===== src/logic/exec_pkg.sv =====
`default_nettype none

package exec_pkg;

  localparam int XLEN       = 32;
  localparam int REG_ADDR_W = 5;
  localparam int SHAMT_W    = 5;

  typedef enum logic [7:0] {
    OP_NOP, OP_OR, OP_AND, OP_NOR, OP_XOR,
    OP_SLL, OP_SRL, OP_SRA,
    OP_MFHI, OP_MFLO, OP_MTHI, OP_MTLO,
    OP_ADD, OP_ADDU, OP_SUB, OP_SUBU, OP_SLT, OP_SLTU, OP_CLZ, OP_CLO,
    OP_MULT, OP_MULTU, OP_MADD, OP_MADDU, OP_MSUB, OP_MSUBU
  } alu_op_e;

  typedef enum logic [2:0] {
    RES_NONE, RES_LOGIC, RES_SHIFT, RES_MOVE, RES_ARITH
  } res_class_e;

  typedef struct packed {
    logic                  valid;
    alu_op_e               op;
    logic [XLEN-1:0]       a;
    logic [XLEN-1:0]       b;
    logic [REG_ADDR_W-1:0] waddr;
    logic                  we;
  } ex_req_t;

  typedef struct packed {
    logic                  we;
    logic [REG_ADDR_W-1:0] waddr;
    logic [XLEN-1:0]       wdata;
  } gpr_wr_t;

  typedef struct packed {
    logic [XLEN-1:0] hi;
    logic [XLEN-1:0] lo;
  } hilo_pair_t;

  // same 64 bits, seen as two registers or as one accumulator
  typedef union packed {
    hilo_pair_t        pair;
    logic [2*XLEN-1:0] acc;
  } hilo_u;

  typedef struct packed {
    logic  whi;
    logic  wlo;
    hilo_u val;
  } hilo_wr_t;

  // class of the general-register result, hi/lo writers give none
  function automatic res_class_e op_class(alu_op_e op);
    case (op)
      OP_OR, OP_AND, OP_NOR, OP_XOR: return RES_LOGIC;
      OP_SLL, OP_SRL, OP_SRA:        return RES_SHIFT;
      OP_MFHI, OP_MFLO:              return RES_MOVE;
      OP_ADD, OP_ADDU, OP_SUB, OP_SUBU,
      OP_SLT, OP_SLTU, OP_CLZ, OP_CLO: return RES_ARITH;
      default:                       return RES_NONE;
    endcase
  endfunction

  function automatic logic is_mac_op(alu_op_e op);
    return (op == OP_MADD) || (op == OP_MADDU) || (op == OP_MSUB) || (op == OP_MSUBU);
  endfunction

endpackage

`default_nettype wire

===== src/logic/hilo_file.sv =====
`timescale 1ns/1ps
`default_nettype none

module hilo_file import exec_pkg::*; (
  input  logic     clk,
  input  logic     rst,
  input  hilo_wr_t wr_i,
  output hilo_u    cur_o
);

  logic [XLEN-1:0] hi_q;
  logic [XLEN-1:0] lo_q;

  always_ff @(posedge clk or posedge rst) begin
    if (rst) begin
      hi_q <= '0;
      lo_q <= '0;
    end else begin
      if (wr_i.whi) hi_q <= wr_i.val.pair.hi;
      if (wr_i.wlo) lo_q <= wr_i.val.pair.lo;
    end
  end

  // forward the write in flight, per half
  assign cur_o.pair.hi = wr_i.whi ? wr_i.val.pair.hi : hi_q;
  assign cur_o.pair.lo = wr_i.wlo ? wr_i.val.pair.lo : lo_q;

endmodule

`default_nettype wire


===== config.mk =====
export PLATFORM = sky130hd
export DESIGN_NAME = hilo_file
export DESIGN_NICKNAME = d
export VERILOG_FILES = /design/src/logic/exec_pkg.sv /design/src/logic/hilo_file.sv
export SDC_FILE = /design/constraint.sdc
export NUM_CORES = 1
export LEC_CHECK = 0
export ABC_AREA = 1
export BUFFER_PORTS_ARGS = -buffer_cell sky130_fd_sc_hd__buf_4
export CAP_MARGIN = 0
export CORE_MARGIN = 10
export CORE_UTILIZATION = 40
export CTS_CLUSTER_SIZE = 12
export DETAILED_ROUTE_END_ITERATION = 10
export PLACE_DENSITY_LB_ADDON = 0.08
export SYNTH_ARGS = -nofsm -noshare
export SYNTH_HDL_FRONTEND = slang
export SYNTH_SLANG_ARGS = --single-unit

===== constraint.sdc =====
create_clock -name clk -period 1.9 [get_ports clk]
set_input_delay 0.38 -clock clk [delete_from_list [all_inputs] [get_ports clk]]
set_output_delay 0.38 -clock clk [all_outputs]
set_load 0.03 [all_outputs]

# --- Word-level counts from Yosys, hierarchy flattened ---
# Index checks and enable logic that the tools add are counted.
totals:
  ff_bits: 64
  latch_bits: 0
  ram_bits: 0
  romBits: 0
  in_bits: 68
  out_inout_bits: 64
  word_cells: 4
  mem_count: 0
classes:
  addsub: 0
  mul: 0
  n_div: 0
  n_lt_le_gt_ge: 0
  eq_ne: 0
  shift: 0
  n_mux: 2
  n_bitwise: 0
  n_reduce_logical: 0
ops:
  columns: ["op", "count"]
  rows:
  - ["32-bit two-way mux", 2]

# --- Longest topological paths before layout ---
depth:
  depth_word: 1
  depth_mapped: 5
  mapped_depth_nobuf: 3

# --- Least setup slack after synthesis ---
# OpenSTA, ideal clock, no wires.
synth_timing:
  path_kind: "in2out"
  startpoint: "input port wr_i[64] in the netlist's numbering"
  endpoint: "output port cur_o[5] in the netlist's numbering"
  arrival_time_ps: 954
  required_time_ps: 1520
  slack_ps: 566
  stages: 5
  path_buffers: 2
  path_cell_list: "buf_6 > inv_8 > buf_6 > nand2_1 > nand2_1"
synth_rtl:
  columns: ["item", "line_no", "text"]
  rows:
  - ["from (decl)", "hilo_file.sv:7", "input hilo_wr_t wr_i,"]
  - ["to (decl)", "hilo_file.sv:8", "output hilo_u cur_o"]

==> metrics.txt <==
status complete, no violations; Remaining Overflow, GRT 0; final layout net count 471; Net Count, Synth between 300 and 400; Clk pin slew, worst setup/hold paths approximately 0.070 ns; syn_area_per_cell around 9.4 um2; YS warnings 0; vias in the first global route between 2k and 2.5k; share of cells above drive strength 1 between 40% and 50%; clock latency on the worst-skew pair 0.33 ns; CP endpoint kind primary output; initial DRC count around 50; Longest Clk Path Bufs 2; routability cong. just under 0.7; Cells after Synth 273; part of the power in registers ~44%; Worst Setup Slack, final 0.2754 ns; total wire length 7045 um; synthesized area 2562 um2; Yosys cell types 8; drt via density 4.369; Placed Instance Area 3510 um2; Tcrit/Tclk final 85.51%; Startpoint Class input port; TNS Setup 0 ns; Area growth, synth to finish 44.87%; combinational share of power 23.1%; Tot Pwr 3.474 mW; clock skew 0 ns; cts hold-fix bufs 0; worst-path maximum fanout 33; Ports 132; Pre-antenna DRT Iters 4; Synth area leaders dfrtp_1, nand2_1, nand2_2; placed insts 469; largest area contributor in the netlist dfrtp_1; # DRC 0; Resize count post-CTS 0; Setup-failing EPs final 0; Max Clk Rate 615.5 MHz; initial antenna violation count 0; cts bufs inserted 9; fill cell count roughly 580; data required time of the worst path 1.52 ns; Total GRT Usage 14.35%; sequential share of the synthesized area roughly 63%; final instance area around 3700 um2; Die Ht 100.0 um; post-CTS setup buffer count 0; DP Worst Slack 0.2615 ns; Synth Register Bits 64; Die X-Extent 100.0 um; RSZ-0062 raised after global routing no; Arr. time, crit path 1.24 ns; CTS tree built; largest net degree at the start of global routing 34; Max transition margin 59.42%; Yosys top cell area share 62.50%; Hold WC Path Type input port to asynchronous set/reset pin; initial core utilization 40.82%; Final Max Slew Viols 0; sw frac about 30%; CP Class input port to primary output; worst hold slack between 0.1 and 0.15 ns; # Max-Cap Violations 0; htree depth 3; drt wl/cell ~15 um; Slew @ Worst Pin 0.6074 ns; CTS sink count 64; final core occ 59.14%; I/O Buffers 131; Final Hold Fails 0; Peak VDD IR 529.3 uV; Row Count 29; Lkg Pwr 2.117 nW; die area around 10000 um2; dpl hpwl ~5200 um; clock power share 33.1%; first-pass GRT wire length 11490 um; PD cells 935.9 nW/um2; # diodes 0; antenna viol nets, final 0; net switching power between 1 and 1.5 mW; area of the core approximately 6300 um2; P_int ~2.4 mW; min cycle time layout 1.625 ns; routed vias 2119; clock root buffer clkbuf_8; Final Non-Filler Cells 485
## final timing paths
path | from | endpoint | slack (ns) | cells past startpoint
max in group asynchronous | rst | lo_q[1] | 1.22 | 3
min in group clk | wr_i[17] | lo_q[17] | 0.27 | 3
worst max-delay path | wr_i[65] | cur_o[57] | 0.28 | 5
worst min register to register | lo_q[26] | lo_q[26] | 0.47 | 2
worst min-delay path | rst | lo_q[27] | 0.12 | 2
worst max register to register | lo_q[0] | lo_q[0] | 1.28 | 2
## layer usage
layer / part of all wire (%) / up-vias / global-route usage (%)
met5: 0 / - / 0
met4: 1.4 / 0 / 5.870
met3: 11 / 9 / 7.143
met2: 47 / 80 / 21.75
met1: 40 / 946 / 16.96
li1: - / 1084 / -
## state kept, by name, summed over array words and instances (netlist names)
signal,cells
hi_q,32
lo_q,32
## cell usage after synthesis (all sizes together)
library cell  count
buf              14
dfrtp            64
inv               3
nand2           192
## critical path: stages
cell and delay (ns):
buf_4 0.33, inv_8 0.17, nand2_1 0.10, nand2_1 0.07, buf_4 0.17
## placed cells by master (no fill, tap or decap)
cell and instances:
nand2_2 20, clkinv_2 2, clkinvlp_4 1, buf_4 132, clkbuf_8 14, dfrtp_1 64
nand2_1 172, inv_8 2, buf_12 1
## power by group through the flow
| stage | combinational, mW | sequential [mW] | clock (mW) |
|---|---|---|---|
| final | 0.804 | 1.52 | 1.15 |
| after global routing | 0.876 | 1.53 | 1.25 |
| after CTS | 0.820 | 1.52 | 1.19 |
| after detailed placement | 0.819 | 1.55 | 0 |
| after global placement | 0.809 | 1.54 | 0 |
| after floorplan | 0.489 | 1.54 | 0 |
## cell families (layout without fill, tap and decap cells)
kind of cell | Yosys count | count (layout) | share of synthesized area (%)
buffers and inverters | 17 | 152 | 7.422
and+or+nand+nor | 192 | 192 | 30.08
DFF | 64 | 64 | 62.50
## area by class of cell
cell class,instances,area (um2),share of cell area (%)
Sequential cell,64,1602,43.14
Clock buffer,14,192.7,5.190
Timing Repair Buffer,133,1011,27.23
Clock inverter,2,10.01,0.2696
Multi-Input combinational cell,192,770.7,20.76
Inverter,3,30.03,0.8089
Tap cell,77,96.34,2.595
(Power assumes the default switching activity.)
